<file path="src/design/cbus_cfg_pkg.sv">
package cbus_cfg_pkg;

  localparam int unsigned CBUS_ADDR_W     = 32;
  localparam int unsigned CBUS_DATA_W     = 32;
  localparam int unsigned CBUS_N_INIT     = 4;  // Core data, instr, DMA, ext slave
  localparam int unsigned CBUS_N_TGT      = 3;  // TCDM, periph, ext master
  localparam int unsigned CBUS_INIT_IDX_W = $clog2(CBUS_N_INIT);

  localparam int unsigned CLUSTER_ID_W = 6;

  localparam logic [CBUS_ADDR_W-1:0] CLUSTER_BASE  = 32'h1000_0000;
  localparam logic [CBUS_ADDR_W-1:0] TCDM_SIZE     = 32'h0002_0000;  // 128 KiB
  localparam logic [CBUS_ADDR_W-1:0] PERIPH_OFFSET = 32'h0020_0000;
  localparam logic [CBUS_ADDR_W-1:0] EXT_OFFSET    = 32'h0040_0000;

  // Each cluster owns one EXT_OFFSET window, so the id starts right above it
  localparam int unsigned CLUSTER_ID_SHIFT = $clog2(EXT_OFFSET);

  // In-cluster offset below the peripheral flag and the gap flag
  localparam int unsigned CBUS_OFFSET_W = $clog2(PERIPH_OFFSET) - 1;

  localparam int unsigned CBUS_PREFIX_W = CBUS_ADDR_W - CLUSTER_ID_SHIFT - CLUSTER_ID_W;

  // Target response timeout
  localparam int unsigned TIMEOUT_CYCLES = 16;
  localparam int unsigned TIMEOUT_CNT_W  = $clog2(TIMEOUT_CYCLES);

endpackage

</file>
<file path="src/design/cbus_types_pkg.sv">
package cbus_types_pkg;

  // Target port index, also the position in the tgt_* vectors
  typedef enum logic [1:0] {
    TGT_TCDM   = 2'd0,
    TGT_PERIPH = 2'd1,
    TGT_EXT    = 2'd2
  } cbus_tgt_e;

  typedef enum logic [2:0] {
    IDLE,   // Waiting for a request
    ISSUE,  // Transfer on the link, target request raised on a hit
    WAIT,   // Target request held
    RESP,   // Response pulse to the initiator
    ERR     // Error response, miss or timeout
  } cbus_state_e;

  // One address word seen flat or split along the cluster map
  typedef union packed {
    logic [cbus_cfg_pkg::CBUS_ADDR_W-1:0] word;  // Flat compare for the ext area
    struct packed {
      logic [cbus_cfg_pkg::CBUS_PREFIX_W-1:0] prefix;      // Cluster space prefix
      logic [cbus_cfg_pkg::CLUSTER_ID_W-1:0]  cluster_id;
      logic                                   periph;      // Upper 2 MiB of the window
      logic                                   gap;         // Unmapped space above TCDM
      logic [cbus_cfg_pkg::CBUS_OFFSET_W-1:0] offset;
    } cluster;
  } cbus_addr_u;

endpackage

</file>
<file path="src/design/cbus_link_if.sv">
interface cbus_link_if;
  import cbus_cfg_pkg::*;
  import cbus_types_pkg::*;

  logic                   req;     // Held from grant until response
  logic [CBUS_ADDR_W-1:0] addr;
  logic                   we;
  logic [CBUS_DATA_W-1:0] wdata;
  cbus_tgt_e              tgt_sel;
  logic                   hit;
  logic                   rvalid;  // Single-cycle pulse from the chosen target
  logic [CBUS_DATA_W-1:0] rdata;

  modport mux (
    output req, addr, we, wdata, rvalid, rdata,
    input  tgt_sel
  );

  modport dec (
    input  addr,
    output tgt_sel, hit
  );

  modport fsm (
    input req, hit, rvalid
  );

  // Read-only view of the returned response
  modport resp (
    input rvalid, rdata, tgt_sel
  );

endinterface

</file>
<file path="src/design/cbus_arbiter_fsm.sv">
module cbus_arbiter_fsm (
  input  logic                                     clk_i,
  input  logic                                     rst_n_i,
  input  logic [cbus_cfg_pkg::CBUS_N_INIT-1:0]     init_req_i,
  cbus_link_if.fsm                                 link,
  input  logic                                     timeout_i,
  output logic [cbus_cfg_pkg::CBUS_INIT_IDX_W-1:0] grant_o,
  output logic                                     gnt_valid_o,
  output logic                                     tgt_en_o,
  output logic                                     resp_en_o,
  output logic                                     err_o,
  output logic                                     timer_start_o
);
  import cbus_cfg_pkg::*;
  import cbus_types_pkg::*;

  cbus_state_e                state_q;
  cbus_state_e                state_d;
  logic [CBUS_INIT_IDX_W-1:0] grant_q;  // Also the round-robin pointer
  logic [CBUS_INIT_IDX_W-1:0] pick;
  logic                       found;
  logic                       tgt_ok;

  // Search the requests starting one past the last grant
  always_comb begin
    int unsigned cand;
    pick  = grant_q;
    found = 1'b0;
    for (int unsigned i = 1; i <= CBUS_N_INIT; i++) begin
      cand = (grant_q + i) % CBUS_N_INIT;
      if (!found && init_req_i[cand]) begin
        pick  = CBUS_INIT_IDX_W'(cand);
        found = 1'b1;
      end
    end
  end

  assign tgt_ok = link.req && link.hit;

  always_comb begin
    state_d = state_q;
    case (state_q)
      IDLE: begin
        if (found) state_d = ISSUE;
      end
      ISSUE: begin
        if (!tgt_ok) state_d = ERR;  // No target for this address
        else if (link.rvalid) state_d = RESP;
        else state_d = WAIT;
      end
      WAIT: begin
        if (link.rvalid) state_d = RESP;
        else if (timeout_i) state_d = ERR;
      end
      RESP, ERR: state_d = IDLE;
      default:   state_d = IDLE;
    endcase
  end

  always_ff @(posedge clk_i or negedge rst_n_i) begin
    if (!rst_n_i) begin
      state_q <= IDLE;
      grant_q <= CBUS_INIT_IDX_W'(CBUS_N_INIT - 1);  // First search lands on initiator 0
    end else begin
      state_q <= state_d;
      if (gnt_valid_o) grant_q <= pick;
    end
  end

  assign gnt_valid_o   = (state_q == IDLE) && found;
  assign grant_o       = (state_q == IDLE) ? pick : grant_q;
  assign tgt_en_o      = ((state_q == ISSUE) && tgt_ok) || (state_q == WAIT);
  assign timer_start_o = (state_q == ISSUE) && tgt_ok && !link.rvalid;
  assign resp_en_o     = (state_q == RESP) || (state_q == ERR);
  assign err_o         = (state_q == ERR);

  a_resp_one_cycle: assert property (@(posedge clk_i) disable iff (!rst_n_i)
    resp_en_o |=> !resp_en_o);

  // Mux keeps steering the same initiator until its response is out
  a_grant_stable: assert property (@(posedge clk_i) disable iff (!rst_n_i)
    gnt_valid_o |=> $stable(grant_o) throughout resp_en_o [->1]);

endmodule

</file>
<file path="src/design/cbus_timeout_timer.sv">
module cbus_timeout_timer (
  input  logic clk_i,
  input  logic rst_n_i,
  input  logic start_i,
  input  logic stop_i,
  output logic expired_o
);
  import cbus_cfg_pkg::*;

  logic [TIMEOUT_CNT_W-1:0] cnt_q;
  logic                     running_q;
  logic                     expired_q;

  always_ff @(posedge clk_i or negedge rst_n_i) begin
    if (!rst_n_i) begin
      cnt_q     <= '0;
      running_q <= 1'b0;
      expired_q <= 1'b0;
    end else begin
      expired_q <= 1'b0;
      if (start_i) begin
        cnt_q     <= TIMEOUT_CNT_W'(TIMEOUT_CYCLES - 1);
        running_q <= 1'b1;
      end else if (stop_i) begin
        running_q <= 1'b0;  // Target answered in time
      end else if (running_q) begin
        cnt_q <= cnt_q - 1'b1;
        if (cnt_q == '0) begin
          running_q <= 1'b0;
          expired_q <= 1'b1;
        end
      end
    end
  end

  assign expired_o = expired_q;

  a_no_expiry_when_idle: assert property (@(posedge clk_i) disable iff (!rst_n_i)
    !running_q |=> !expired_o);

endmodule

</file>
<file path="src/design/cbus_addr_decoder.sv">
module cbus_addr_decoder (
  input  logic [cbus_cfg_pkg::CLUSTER_ID_W-1:0] cluster_id_i,
  cbus_link_if.dec                              link
);
  import cbus_cfg_pkg::*;
  import cbus_types_pkg::*;

  cbus_addr_u             addr_u;
  cbus_addr_u             base_u;
  logic [CBUS_ADDR_W-1:0] ext_start;
  logic                   in_cluster;
  logic                   in_tcdm;
  logic                   in_ext;

  assign addr_u      = link.addr;
  assign base_u.word = CLUSTER_BASE + (CBUS_ADDR_W'(cluster_id_i) << CLUSTER_ID_SHIFT);
  assign ext_start   = base_u.word + EXT_OFFSET;

  // Everything from the end of this cluster window upward goes out
  assign in_ext = (addr_u.word >= ext_start);

  // Same prefix and id as the base
  assign in_cluster = (addr_u.cluster.prefix == base_u.cluster.prefix) &&
                      (addr_u.cluster.cluster_id == base_u.cluster.cluster_id);

  assign in_tcdm = in_cluster && !addr_u.cluster.periph && !addr_u.cluster.gap &&
                   (addr_u.cluster.offset < TCDM_SIZE[CBUS_OFFSET_W-1:0]);

  always_comb begin
    link.tgt_sel = TGT_EXT;
    link.hit     = 1'b0;
    if (in_ext) begin
      link.tgt_sel = TGT_EXT;
      link.hit     = 1'b1;
    end else if (in_cluster && addr_u.cluster.periph) begin
      link.tgt_sel = TGT_PERIPH;
      link.hit     = 1'b1;
    end else if (in_tcdm) begin
      link.tgt_sel = TGT_TCDM;
      link.hit     = 1'b1;
    end
    // Below the base or in the hole past TCDM: miss
  end

endmodule

</file>
<file path="src/design/cbus_target_mux.sv">
module cbus_target_mux (
  input  logic                                                         clk_i,
  input  logic                                                         rst_n_i,
  input  logic [cbus_cfg_pkg::CBUS_N_INIT-1:0][cbus_cfg_pkg::CBUS_ADDR_W-1:0] init_addr_i,
  input  logic [cbus_cfg_pkg::CBUS_N_INIT-1:0]                         init_we_i,
  input  logic [cbus_cfg_pkg::CBUS_N_INIT-1:0][cbus_cfg_pkg::CBUS_DATA_W-1:0] init_wdata_i,
  output logic [cbus_cfg_pkg::CBUS_N_INIT-1:0]                         init_rvalid_o,
  output logic [cbus_cfg_pkg::CBUS_N_INIT-1:0][cbus_cfg_pkg::CBUS_DATA_W-1:0] init_rdata_o,
  output logic [cbus_cfg_pkg::CBUS_N_INIT-1:0]                         init_err_o,
  input  logic [cbus_cfg_pkg::CBUS_INIT_IDX_W-1:0]                     grant_i,
  input  logic                                                         gnt_valid_i,
  input  logic                                                         tgt_en_i,
  input  logic                                                         resp_en_i,
  input  logic                                                         err_i,
  output logic [cbus_cfg_pkg::CBUS_N_TGT-1:0]                          tgt_req_o,
  output logic [cbus_cfg_pkg::CBUS_N_TGT-1:0][cbus_cfg_pkg::CBUS_ADDR_W-1:0]  tgt_addr_o,
  output logic [cbus_cfg_pkg::CBUS_N_TGT-1:0]                          tgt_we_o,
  output logic [cbus_cfg_pkg::CBUS_N_TGT-1:0][cbus_cfg_pkg::CBUS_DATA_W-1:0]  tgt_wdata_o,
  input  logic [cbus_cfg_pkg::CBUS_N_TGT-1:0]                          tgt_rvalid_i,
  input  logic [cbus_cfg_pkg::CBUS_N_TGT-1:0][cbus_cfg_pkg::CBUS_DATA_W-1:0]  tgt_rdata_i,
  cbus_link_if.mux                                                     link
);
  import cbus_cfg_pkg::*;
  import cbus_types_pkg::*;

  logic [CBUS_DATA_W-1:0] rdata_q;

  always_ff @(posedge clk_i or negedge rst_n_i) begin
    if (!rst_n_i) link.req <= 1'b0;
    else if (gnt_valid_i) link.req <= 1'b1;
    else if (resp_en_i) link.req <= 1'b0;
  end

  always_ff @(posedge clk_i) begin
    if (gnt_valid_i) begin  // Latch the granted initiator's transfer
      link.addr  <= init_addr_i[grant_i];
      link.we    <= init_we_i[grant_i];
      link.wdata <= init_wdata_i[grant_i];
    end
    if (link.rvalid) rdata_q <= link.rdata;
  end

  assign link.rvalid = tgt_en_i && tgt_rvalid_i[link.tgt_sel];
  assign link.rdata  = tgt_rdata_i[link.tgt_sel];

  always_comb begin
    for (int t = 0; t < CBUS_N_TGT; t++) begin
      tgt_req_o[t]   = tgt_en_i && (link.tgt_sel == cbus_tgt_e'(t));
      tgt_addr_o[t]  = link.addr;
      tgt_we_o[t]    = link.we;
      tgt_wdata_o[t] = link.wdata;
    end
  end

  always_comb begin
    for (int n = 0; n < CBUS_N_INIT; n++) begin
      init_rvalid_o[n] = resp_en_i && (grant_i == CBUS_INIT_IDX_W'(n));
      init_err_o[n]    = resp_en_i && err_i && (grant_i == CBUS_INIT_IDX_W'(n));
      init_rdata_o[n]  = rdata_q;
    end
  end

  a_tgt_req_onehot: assert property (@(posedge clk_i) disable iff (!rst_n_i)
    $onehot0(tgt_req_o));

  // A pending target request never moves to another target
  a_tgt_req_hold: assert property (@(posedge clk_i) disable iff (!rst_n_i)
    (tgt_req_o != '0) && !link.rvalid |=> (tgt_req_o == $past(tgt_req_o)) || (tgt_req_o == '0));

endmodule

</file>
<file path="src/design/cluster_bus_top.sv">
module cluster_bus_top (
  input  logic                                                         clk_i,
  input  logic                                                         rst_n_i,
  input  logic [cbus_cfg_pkg::CLUSTER_ID_W-1:0]                        cluster_id_i,
  input  logic [cbus_cfg_pkg::CBUS_N_INIT-1:0]                         init_req_i,
  input  logic [cbus_cfg_pkg::CBUS_N_INIT-1:0][cbus_cfg_pkg::CBUS_ADDR_W-1:0] init_addr_i,
  input  logic [cbus_cfg_pkg::CBUS_N_INIT-1:0]                         init_we_i,
  input  logic [cbus_cfg_pkg::CBUS_N_INIT-1:0][cbus_cfg_pkg::CBUS_DATA_W-1:0] init_wdata_i,
  output logic [cbus_cfg_pkg::CBUS_N_INIT-1:0]                         init_rvalid_o,
  output logic [cbus_cfg_pkg::CBUS_N_INIT-1:0][cbus_cfg_pkg::CBUS_DATA_W-1:0] init_rdata_o,
  output logic [cbus_cfg_pkg::CBUS_N_INIT-1:0]                         init_err_o,
  output logic [cbus_cfg_pkg::CBUS_N_TGT-1:0]                          tgt_req_o,
  output logic [cbus_cfg_pkg::CBUS_N_TGT-1:0][cbus_cfg_pkg::CBUS_ADDR_W-1:0]  tgt_addr_o,
  output logic [cbus_cfg_pkg::CBUS_N_TGT-1:0]                          tgt_we_o,
  output logic [cbus_cfg_pkg::CBUS_N_TGT-1:0][cbus_cfg_pkg::CBUS_DATA_W-1:0]  tgt_wdata_o,
  input  logic [cbus_cfg_pkg::CBUS_N_TGT-1:0]                          tgt_rvalid_i,
  input  logic [cbus_cfg_pkg::CBUS_N_TGT-1:0][cbus_cfg_pkg::CBUS_DATA_W-1:0]  tgt_rdata_i
);
  import cbus_cfg_pkg::*;

  logic [CBUS_INIT_IDX_W-1:0] grant;
  logic                       gnt_valid;
  logic                       tgt_en;
  logic                       resp_en;
  logic                       err;
  logic                       timer_start;
  logic                       timeout;

  cbus_link_if link_if ();  // Granted transfer shared by the blocks

  cbus_arbiter_fsm cbus_arbiter_fsm_inst (
    .clk_i         (clk_i),
    .rst_n_i       (rst_n_i),
    .init_req_i    (init_req_i),
    .link          (link_if),
    .timeout_i     (timeout),
    .grant_o       (grant),
    .gnt_valid_o   (gnt_valid),
    .tgt_en_o      (tgt_en),
    .resp_en_o     (resp_en),
    .err_o         (err),
    .timer_start_o (timer_start)
  );

  cbus_timeout_timer cbus_timeout_timer_inst (
    .clk_i     (clk_i),
    .rst_n_i   (rst_n_i),
    .start_i   (timer_start),
    .stop_i    (link_if.rvalid),  // Any target answer stops the count
    .expired_o (timeout)
  );

  cbus_addr_decoder cbus_addr_decoder_inst (
    .cluster_id_i (cluster_id_i),
    .link         (link_if)
  );

  cbus_target_mux cbus_target_mux_inst (
    .clk_i         (clk_i),
    .rst_n_i       (rst_n_i),
    .init_addr_i   (init_addr_i),
    .init_we_i     (init_we_i),
    .init_wdata_i  (init_wdata_i),
    .init_rvalid_o (init_rvalid_o),
    .init_rdata_o  (init_rdata_o),
    .init_err_o    (init_err_o),
    .grant_i       (grant),
    .gnt_valid_i   (gnt_valid),
    .tgt_en_i      (tgt_en),
    .resp_en_i     (resp_en),
    .err_i         (err),
    .tgt_req_o     (tgt_req_o),
    .tgt_addr_o    (tgt_addr_o),
    .tgt_we_o      (tgt_we_o),
    .tgt_wdata_o   (tgt_wdata_o),
    .tgt_rvalid_i  (tgt_rvalid_i),
    .tgt_rdata_i   (tgt_rdata_i),
    .link          (link_if)
  );

endmodule

</file>
<file path="config.mk">
export PLATFORM = sky130hd
export DESIGN_NAME = cluster_bus_top
export DESIGN_NICKNAME = d
export VERILOG_FILES = /design/src/design/cbus_cfg_pkg.sv /design/src/design/cbus_types_pkg.sv /design/src/design/cbus_link_if.sv /design/src/design/cbus_arbiter_fsm.sv /design/src/design/cbus_timeout_timer.sv /design/src/design/cbus_addr_decoder.sv /design/src/design/cbus_target_mux.sv /design/src/design/cluster_bus_top.sv
export SDC_FILE = /design/constraint.sdc
export NUM_CORES = 1
export LEC_CHECK = 0
export ABC_AREA = 1
export BUFFER_PORTS_ARGS = -buffer_cell sky130_fd_sc_hd__buf_2
export CAP_MARGIN = 20
export CELL_PAD_IN_SITES_DETAIL_PLACEMENT = 0
export CELL_PAD_IN_SITES_GLOBAL_PLACEMENT = 1
export CORE_AREA = 2 2 271 273
export CTS_BUF_LIST = sky130_fd_sc_hd__clkbuf_8
export DETAILED_ROUTE_END_ITERATION = 10
export DIE_AREA = 0 0 273 275
export GPL_TIMING_DRIVEN = 1
export PLACE_DENSITY_LB_ADDON = 0.08
export SLEW_MARGIN = 20
export SYNTH_ARGS = -nofsm -noshare
export SYNTH_HDL_FRONTEND = slang
export SYNTH_SLANG_ARGS = --single-unit
</file>
<file path="constraint.sdc">
create_clock -name clk_i -period 4.13 [get_ports clk_i]
set_input_delay 0.2065 -clock clk_i [delete_from_list [all_inputs] [get_ports clk_i]]
set_output_delay 0.2065 -clock clk_i [all_outputs]
set_load 0.05 [all_outputs]
</file>
# After elaboration in Yosys (flattened, before gate mapping)
# Cells that the tools add are included.
# classes
reduce_logical	41
magnitude_cmp	8
n_eq_ne	14
muxes	52
n_addsub	7
# op_table
op	n
$bmux W32 S2	3
$mux W32	3
$add A32 B23 Y32 const B	1
$ge A32 B32 Y1	1
$add A29 B28 Y30 const A	1
$logic_and A1 B1 Y1	25
$mux W1	24
$lt A20 B18 Y1 const B	1
$lt A2 B3 Y1 const B	6
$mux W2	8
$bmux W1 S2	6
$mux W3	4
$mux W4	3
$pmux W3 S3	1
$eq A2 B2 Y1 const B	3
$eq A3 B2 Y1 const B	2
$eq A6 B6 Y1	1
$logic_not A1 Y1	6
$add A2 B1 Y2 const B	2
$add A2 B2 Y2 const B	2
$eq A2 B1 Y1 const B	2
$eq A4 B4 Y1	1
$logic_not A2 Y1	2
$logic_not A4 Y1	1
10 further kinds	13
# word_totals
register_bits	109
wordCells	132
out_inout_bits	334

# Longest topological paths before layout
# logic_depth
depth_word	17
mapped_depth	21
depth_no_buf	21

# By module
# A second synthesis with hierarchy kept.
# unflattened
hier_cells	1436
hier_area_um2	9748.1
# modules_own_cells
mod	area_each_um2	n_inst	cells_each	seq_area_each_um2
cbus_target_mux	8267.9	1	1185	2937.8
cbus_addr_decoder	614.3	1	125	0.0
cbus_arbiter_fsm	568.0	1	92	127.6
cbus_timeout_timer	297.8	1	34	150.1

# Worst setup path before layout
# No wires, ideal clock.
# synth_timing
path_kind	reg2out
startpoint	register cbus_target_mux_inst.link.addr[22]
endpoint	output port tgt_req_o[1] (netlist bit)
t_arrival_ps	3469
path_stages_with_launch	14
path_slack_ps	455
path_buffers	0
path_cell_list	edfxtp_1 > inv_1 > ha_1 > inv_1 > nand2_1 > nor2_1 > nand3_1 > nor3_2 > inv_1 > nand2_1 > nand3_1 > nand2_1 > inv_1 > nor4_1
# synth_via
elab_chain_cells	12
word_cells_on_any_way	18
classes_between	order compare: 1; eq/ne: 2; mux: 6; reduce/logical: 9
# synth_lines
item	line	text
start, declared	cbus_link_if.sv:15	output req, addr, we, wdata, rvalid, rdata,
start signal, assigned	cbus_target_mux.sv:36	link.addr <= init_addr_i[grant_i];
branches (longest 11 deep; another with $ge A32 B32 Y1)	n/a	
$logic_and A1 B1 Y1 *	cbus_target_mux.sv:48	tgt_req_o[t] = tgt_en_i && (link.tgt_sel == cbus_tgt_e'(t));
end, declared	cluster_bus_top.sv:12	output logic [cbus_cfg_pkg::CBUS_N_TGT-1:0] tgt_req_o,
# Every way passes the cells marked *.

# Worst setup path after layout
# layout_timing
startpoint	register cbus_arbiter_fsm_inst.grant_q[0]
endpoint	output port init_err_o[1] (netlist bit)
# layout_via
elab_chain_cells	16
word_cells_on_any_way	28
classes_between	add/sub: 4; eq/ne: 1; mux: 16; reduce/logical: 7
# layout_lines
item	line	text
start, declared	cbus_arbiter_fsm.sv:19	logic [CBUS_INIT_IDX_W-1:0] grant_q;
start signal, assigned	cbus_arbiter_fsm.sv:63	grant_q <= CBUS_INIT_IDX_W'(CBUS_N_INIT - 1);
start signal, assigned	cbus_arbiter_fsm.sv:66	if (gnt_valid_o) grant_q <= pick;
$add A2 B1 Y2	cbus_arbiter_fsm.sv:30	cand = (grant_q + i) % CBUS_N_INIT;
$bmux W1 S2	cbus_arbiter_fsm.sv:31	if (!found && init_req_i[cand]) begin
$mux W1 (not written as such)	cbus_arbiter_fsm.sv:31	
$mux W1	cbus_arbiter_fsm.sv:31	
$logic_not A1 Y1	cbus_arbiter_fsm.sv:31	
$logic_and A1 B1 Y1	cbus_arbiter_fsm.sv:31	
$mux W1	cbus_arbiter_fsm.sv:31	
$logic_not A1 Y1	cbus_arbiter_fsm.sv:31	
$logic_and A1 B1 Y1	cbus_arbiter_fsm.sv:31	
$mux W1	cbus_arbiter_fsm.sv:31	
$logic_not A1 Y1	cbus_arbiter_fsm.sv:31	
$logic_and A1 B1 Y1	cbus_arbiter_fsm.sv:31	
$mux W2	cbus_arbiter_fsm.sv:31	
$mux W2 *	cbus_arbiter_fsm.sv:71	assign grant_o = (state_q == IDLE) ? pick : grant_q;
$eq A2 B1 Y1 *	cbus_target_mux.sv:58	init_err_o[n] = resp_en_i && err_i && (grant_i == CBUS_INIT_IDX_W'(n));
$logic_and A1 B1 Y1 *	cbus_target_mux.sv:58	
end, declared	cluster_bus_top.sv:11	output logic [cbus_cfg_pkg::CBUS_N_INIT-1:0] init_err_o,
# Every way passes the cells marked *; elsewhere a longest branch is shown, timed or not. The select of a mux whose other input is x is not followed.

==> metrics.txt <==
# TYPE chip_impl_metric gauge
chip_impl_info{name="tritoncts",value="yes"} 1
chip_impl_metric{name="die-area",unit="um^2"} 75100
chip_impl_metric{name="worst_ep_arrival_time",unit="ps"} 3430
chip_impl_metric{name="syn_nets",unit=""} 1772
chip_impl_metric{name="syn_avg_cell_area",unit="um^2"} 6.81
chip_impl_metric{name="numClockSinks",unit=""} 109
chip_impl_metric{name="core_region",unit="um^2"} 72300
chip_impl_metric{name="max_freq",unit="MHz"} 275
chip_impl_metric{name="layout_setup_ws",unit="ps"} 490
chip_impl_metric{name="place_ws",unit="ps"} 611
chip_impl_metric{name="post-route-period-util",unit="%"} 88.1
chip_impl_info{name="most-common-layout-cells",value="sky130_fd_sc_hd__buf_2, sky130_fd_sc_hd__nand2_1, sky130_fd_sc_hd__edfxtp_1"} 1
chip_impl_metric{name="routed_wirelength",unit="um"} 51900
chip_impl_metric{name="post_synth_inst_count",unit=""} 1391
chip_impl_metric{name="number_of_antenna_violations_at_the_first_check_in_global_routing",unit=""} 48
chip_impl_metric{name="global_route_wire_length_before_repair",unit="um"} 70900
chip_impl_metric{name="max_slew.worst_pin.slew",unit="ps"} 789
chip_impl_metric{name="yosys.area_share.adder",unit="%"} 1.32
chip_impl_metric{name="rows",unit=""} 99
chip_impl_info{name="synth_ff_type",value="sky130_fd_sc_hd__edfxtp_1"} 1
chip_impl_metric{name="cpPeakStageDelay",unit="ps"} 660
chip_impl_metric{name="dp_hpwl",unit="um"} 41100
chip_impl_metric{name="asyncSetResetFlopFracSynth",unit="%"} 11.0
chip_impl_info{name="cpMaxStageDelayCell",value="sky130_fd_sc_hd__dfstp_2"} 1
chip_impl_info{name="synth_top_family_by_area",value="simple AND/OR/NAND/NOR gates"} 1
chip_impl_info{name="cp_top_family",value="simple AND/OR/NAND/NOR gates"} 1
chip_impl_metric{name="fin_worst_skew",unit="ps"} 19.4
chip_impl_metric{name="synth_xor_xnor_area_share",unit="%"} 0.740
chip_impl_metric{name="drtAntennaViolNets",unit=""} 0
chip_impl_metric{name="routed-via-count",unit=""} 10338
chip_impl_metric{name="crit_fanout",unit=""} 133
chip_impl_info{name="cp_startpoint_kind",value="flop"} 1
chip_impl_metric{name="unique_masters_post_synth",unit=""} 33
chip_impl_info{name="cts.root.buffer_cell",value="sky130_fd_sc_hd__clkbuf_8"} 1
chip_impl_metric{name="layout_min_cycle_time",unit="ps"} 3640
chip_impl_metric{name="final_layout_size_suffix_gt1_share",unit="%"} 40.4
chip_impl_metric{name="path_buf_inv",unit=""} 3
chip_impl_metric{name="replace_congestion",unit=""} 0.757
chip_impl_metric{name="io_buffers",unit=""} 704
chip_impl_metric{name="first_pass_iters",unit=""} 4
chip_impl_metric{name="drtIter0Drc",unit=""} 375
chip_impl_metric{name="synth_mux_area_share",unit="%"} 0
chip_impl_metric{name="die_y",unit="um"} 275
chip_impl_metric{name="groute.usage.overall",unit="%"} 13.2
chip_impl_metric{name="area.growth.synth_to_final",unit="%"} 36.0
chip_impl_metric{name="clock_insertion_delay_worst_skew",unit="ps"} 440
chip_impl_metric{name="num-nets-final",unit=""} 2239
chip_impl_metric{name="synth_enable_flop_cells",unit=""} 97
chip_impl_metric{name="count_of_state_elements_after_synthesis",unit=""} 109
chip_impl_metric{name="grt_remaining_overflow",unit=""} 0
chip_impl_info{name="r2r_start",value="cbus_arbiter_fsm_inst.grant_q[0]"} 1
chip_impl_metric{name="final_hold_fails",unit=""} 0
chip_impl_metric{name="synth.cell_area",unit="um^2"} 9470
chip_impl_info{name="worstSetupPathType",value="reg2out"} 1
chip_impl_info{name="crit_path_start",value="cbus_arbiter_fsm_inst.grant_q[0]"} 1
chip_impl_metric{name="post_synthesis_compound_gate_area_fraction",unit="%"} 4.97
chip_impl_metric{name="synth.yosys.seq_area_share",unit="%"} 34.0
chip_impl_metric{name="cap_violations",unit=""} 0
chip_impl_info{name="leading_cell_type_in_the_layout_fill_and_taps_excluded",value="sky130_fd_sc_hd__buf_2"} 1
chip_impl_metric{name="ctsResizeCount",unit=""} 0
chip_impl_metric{name="synth_simple_gate_area_share",unit="%"} 35.2
chip_impl_metric{name="setup-tns-final",unit="ps"} 0
chip_impl_metric{name="slew-limit-headroom",unit="%"} 47.4
chip_impl_metric{name="cts-root-to-sink-buffers",unit=""} 2
chip_impl_info{name="hold_path_startpoint",value="tgt_rdata_i[72]"} 1
chip_impl_metric{name="htree_levels",unit=""} 3
chip_impl_metric{name="drc_violations",unit=""} 0
chip_impl_info{name="cp_common_cell",value="sky130_fd_sc_hd__nand2_1"} 1
chip_impl_info{name="setup.worst_path.end_class",value="output port"} 1
chip_impl_metric{name="die_x",unit="um"} 273
chip_impl_metric{name="pin_count",unit=""} 705
chip_impl_metric{name="postCtsSetupRepairBufs",unit=""} 0
chip_impl_metric{name="number_of_setup_violations_in_the_final_report",unit=""} 0
chip_impl_info{name="setup_repair_after_global_routing_missed_its_margin",value="no"} 1
chip_impl_metric{name="vias_in_the_first_global_route",unit=""} 10184
chip_impl_metric{name="clk_transition_reported_paths",unit="ps"} 120
chip_impl_metric{name="timing.final.max_slew_violations",unit=""} 0
chip_impl_metric{name="yosys_warnings",unit=""} 0
chip_impl_info{name="worstPathCellList",value="inv_2 -> nand2_1 -> nand2_1 -> nand2_1 -> nand2_2 -> nor2_4 -> nand2_1 -> nand2_1 -> nand3_4 -> nand2_4 -> buf_12 -> nand2_1 -> nor2_1 -> buf_2"} 1
chip_impl_metric{name="starting_density_of_the_core",unit="%"} 13.1
chip_impl_info{name="outcome",value="finished clean"} 1
chip_impl_metric{name="cts_inserted_buffers",unit=""} 9
chip_impl_metric{name="wl_per_cell",unit="um"} 18.3
chip_impl_metric{name="critPathRequiredTime",unit="ps"} 3920
chip_impl_metric{name="vias_per_cell",unit=""} 3.64
chip_impl_metric{name="post_cts_hold_buffer_count",unit=""} 28
chip_impl_info{name="path_class_of_the_lowest_slack_min_delay_path",value="in2reg"} 1
chip_impl_metric{name="grt_start_max_net_pins",unit=""} 134
## area by class of cell
type	count	area, um^2
Clock buffer	9	124
Multi-Input combinational cell	937	4030
Timing Repair Buffer	750	4030
Inverter	51	193
Clock inverter	6	32.5
Fill cell	8466	59500
Tap cell	959	1200
Antenna cell	20	50.0
Sequential cell	109	3220
## synth_stat cells (2+ instances only)
cell type | instances | area share [%]
sky130_fd_sc_hd__clkbuf_1 | 27 | 1.1
sky130_fd_sc_hd__dfstp_2 | 2 | 0.55
sky130_fd_sc_hd__nor2_1 | 77 | 3.1
sky130_fd_sc_hd__buf_1 | 4 | 0.16
sky130_fd_sc_hd__inv_1 | 48 | 1.9
sky130_fd_sc_hd__dfrtp_1 | 10 | 2.6
sky130_fd_sc_hd__nor3_1 | 6 | 0.32
sky130_fd_sc_hd__nand2_2 | 2 | 0.13
sky130_fd_sc_hd__nor3b_1 | 3 | 0.24
sky130_fd_sc_hd__nand2_1 | 664 | 26
sky130_fd_sc_hd__xor2_1 | 5 | 0.46
sky130_fd_sc_hd__buf_4 | 240 | 19
sky130_fd_sc_hd__inv_2 | 3 | 0.12
sky130_fd_sc_hd__xnor2_1 | 3 | 0.28
sky130_fd_sc_hd__nor3_2 | 2 | 0.21
sky130_fd_sc_hd__o31ai_1 | 32 | 2.5
sky130_fd_sc_hd__o21ai_0 | 5 | 0.26
sky130_fd_sc_hd__buf_6 | 5 | 0.59
sky130_fd_sc_hd__edfxtp_1 | 97 | 31
sky130_fd_sc_hd__nand4_1 | 3 | 0.20
sky130_fd_sc_hd__ha_1 | 10 | 1.3
sky130_fd_sc_hd__a21oi_1 | 37 | 2.0
sky130_fd_sc_hd__nand3_1 | 79 | 4.2
sky130_fd_sc_hd__buf_2 | 18 | 0.95
## tightest hold or removal path: cells and delay by family
kind            cells  cell delay [ps]
simple gates        1               50
buf+inv             1               90
compound gates      1               50
## metal layers
layer  vias to the layer above  GRT usage, %  part of all wire [%]
li1                       5121             -                     -
met1                      4663          13.9                    37
met2                       425          23.9                    51
met3                        81          5.65                   9.4
met4                        48          3.70                   1.8
met5                         -             0                  0.59
## path summary, 6_finish.rpt
path                                                 endpoint  slack (ps)  cells past startpoint
max                                             init_err_o[1]         490                     14
min                           cbus_target_mux_inst.rdata_q[8]          70                      3
max reg2reg                cbus_target_mux_inst.link.addr[24]         950                     15
min reg2reg                  cbus_timeout_timer_inst.cnt_q[1]         530                      2
max in group asynchronous    cbus_arbiter_fsm_inst.grant_q[0]        3650                      2
min in group asynchronous    cbus_arbiter_fsm_inst.state_q[1]         190                      2
## sequential cells by signal, indices dropped and copies added (netlist names)
name and flops:
cbus_timeout_timer_inst.cnt_q 4, cbus_target_mux_inst.link.req 1, cbus_target_mux_inst.link.wdata 32, cbus_target_mux_inst.link.addr 32
cbus_timeout_timer_inst.expired_o 1, cbus_timeout_timer_inst.running_q 1, cbus_arbiter_fsm_inst.state_q 3, cbus_arbiter_fsm_inst.grant_q 2
cbus_target_mux_inst.rdata_q 32, cbus_target_mux_inst.link.we 1
## cells by family (layout without fill, tap and decap cells)
| family | count (synthesis) | count (layout) |
|---|---|---|
| simple gates | 842 | 842 |
| buf+inv | 345 | 816 |
| flops | 109 | 109 |
| compound gates | 77 | 77 |
| fa+ha+maj | 10 | 10 |
| xor+xnor | 8 | 8 |
| other cells | 0 | 20 |
## per-stage QoR
| step | instances | hold slack, ps | utilization [%] | area (um^2) |
|---|---|---|---|---|
| 2_1_floorplan | 1391 | -89.1 | - | 9470 |
| 3_3_place_gp | 2778 | 144 | 17.1 | 12400 |
| 3_5_place_dp | 2778 | 149 | 17.1 | 12400 |
| 4_1_cts | 2821 | 4.63 | 17.7 | 12800 |
| 5_1_grt | 2832 | 19.6 | 17.8 | 12900 |
| 6_report | 2841 | 68.7 | 17.8 | 12900 |
Power is not shown: default switching activity piles up to over one toggle a cycle in this logic, so the estimate is an artifact.
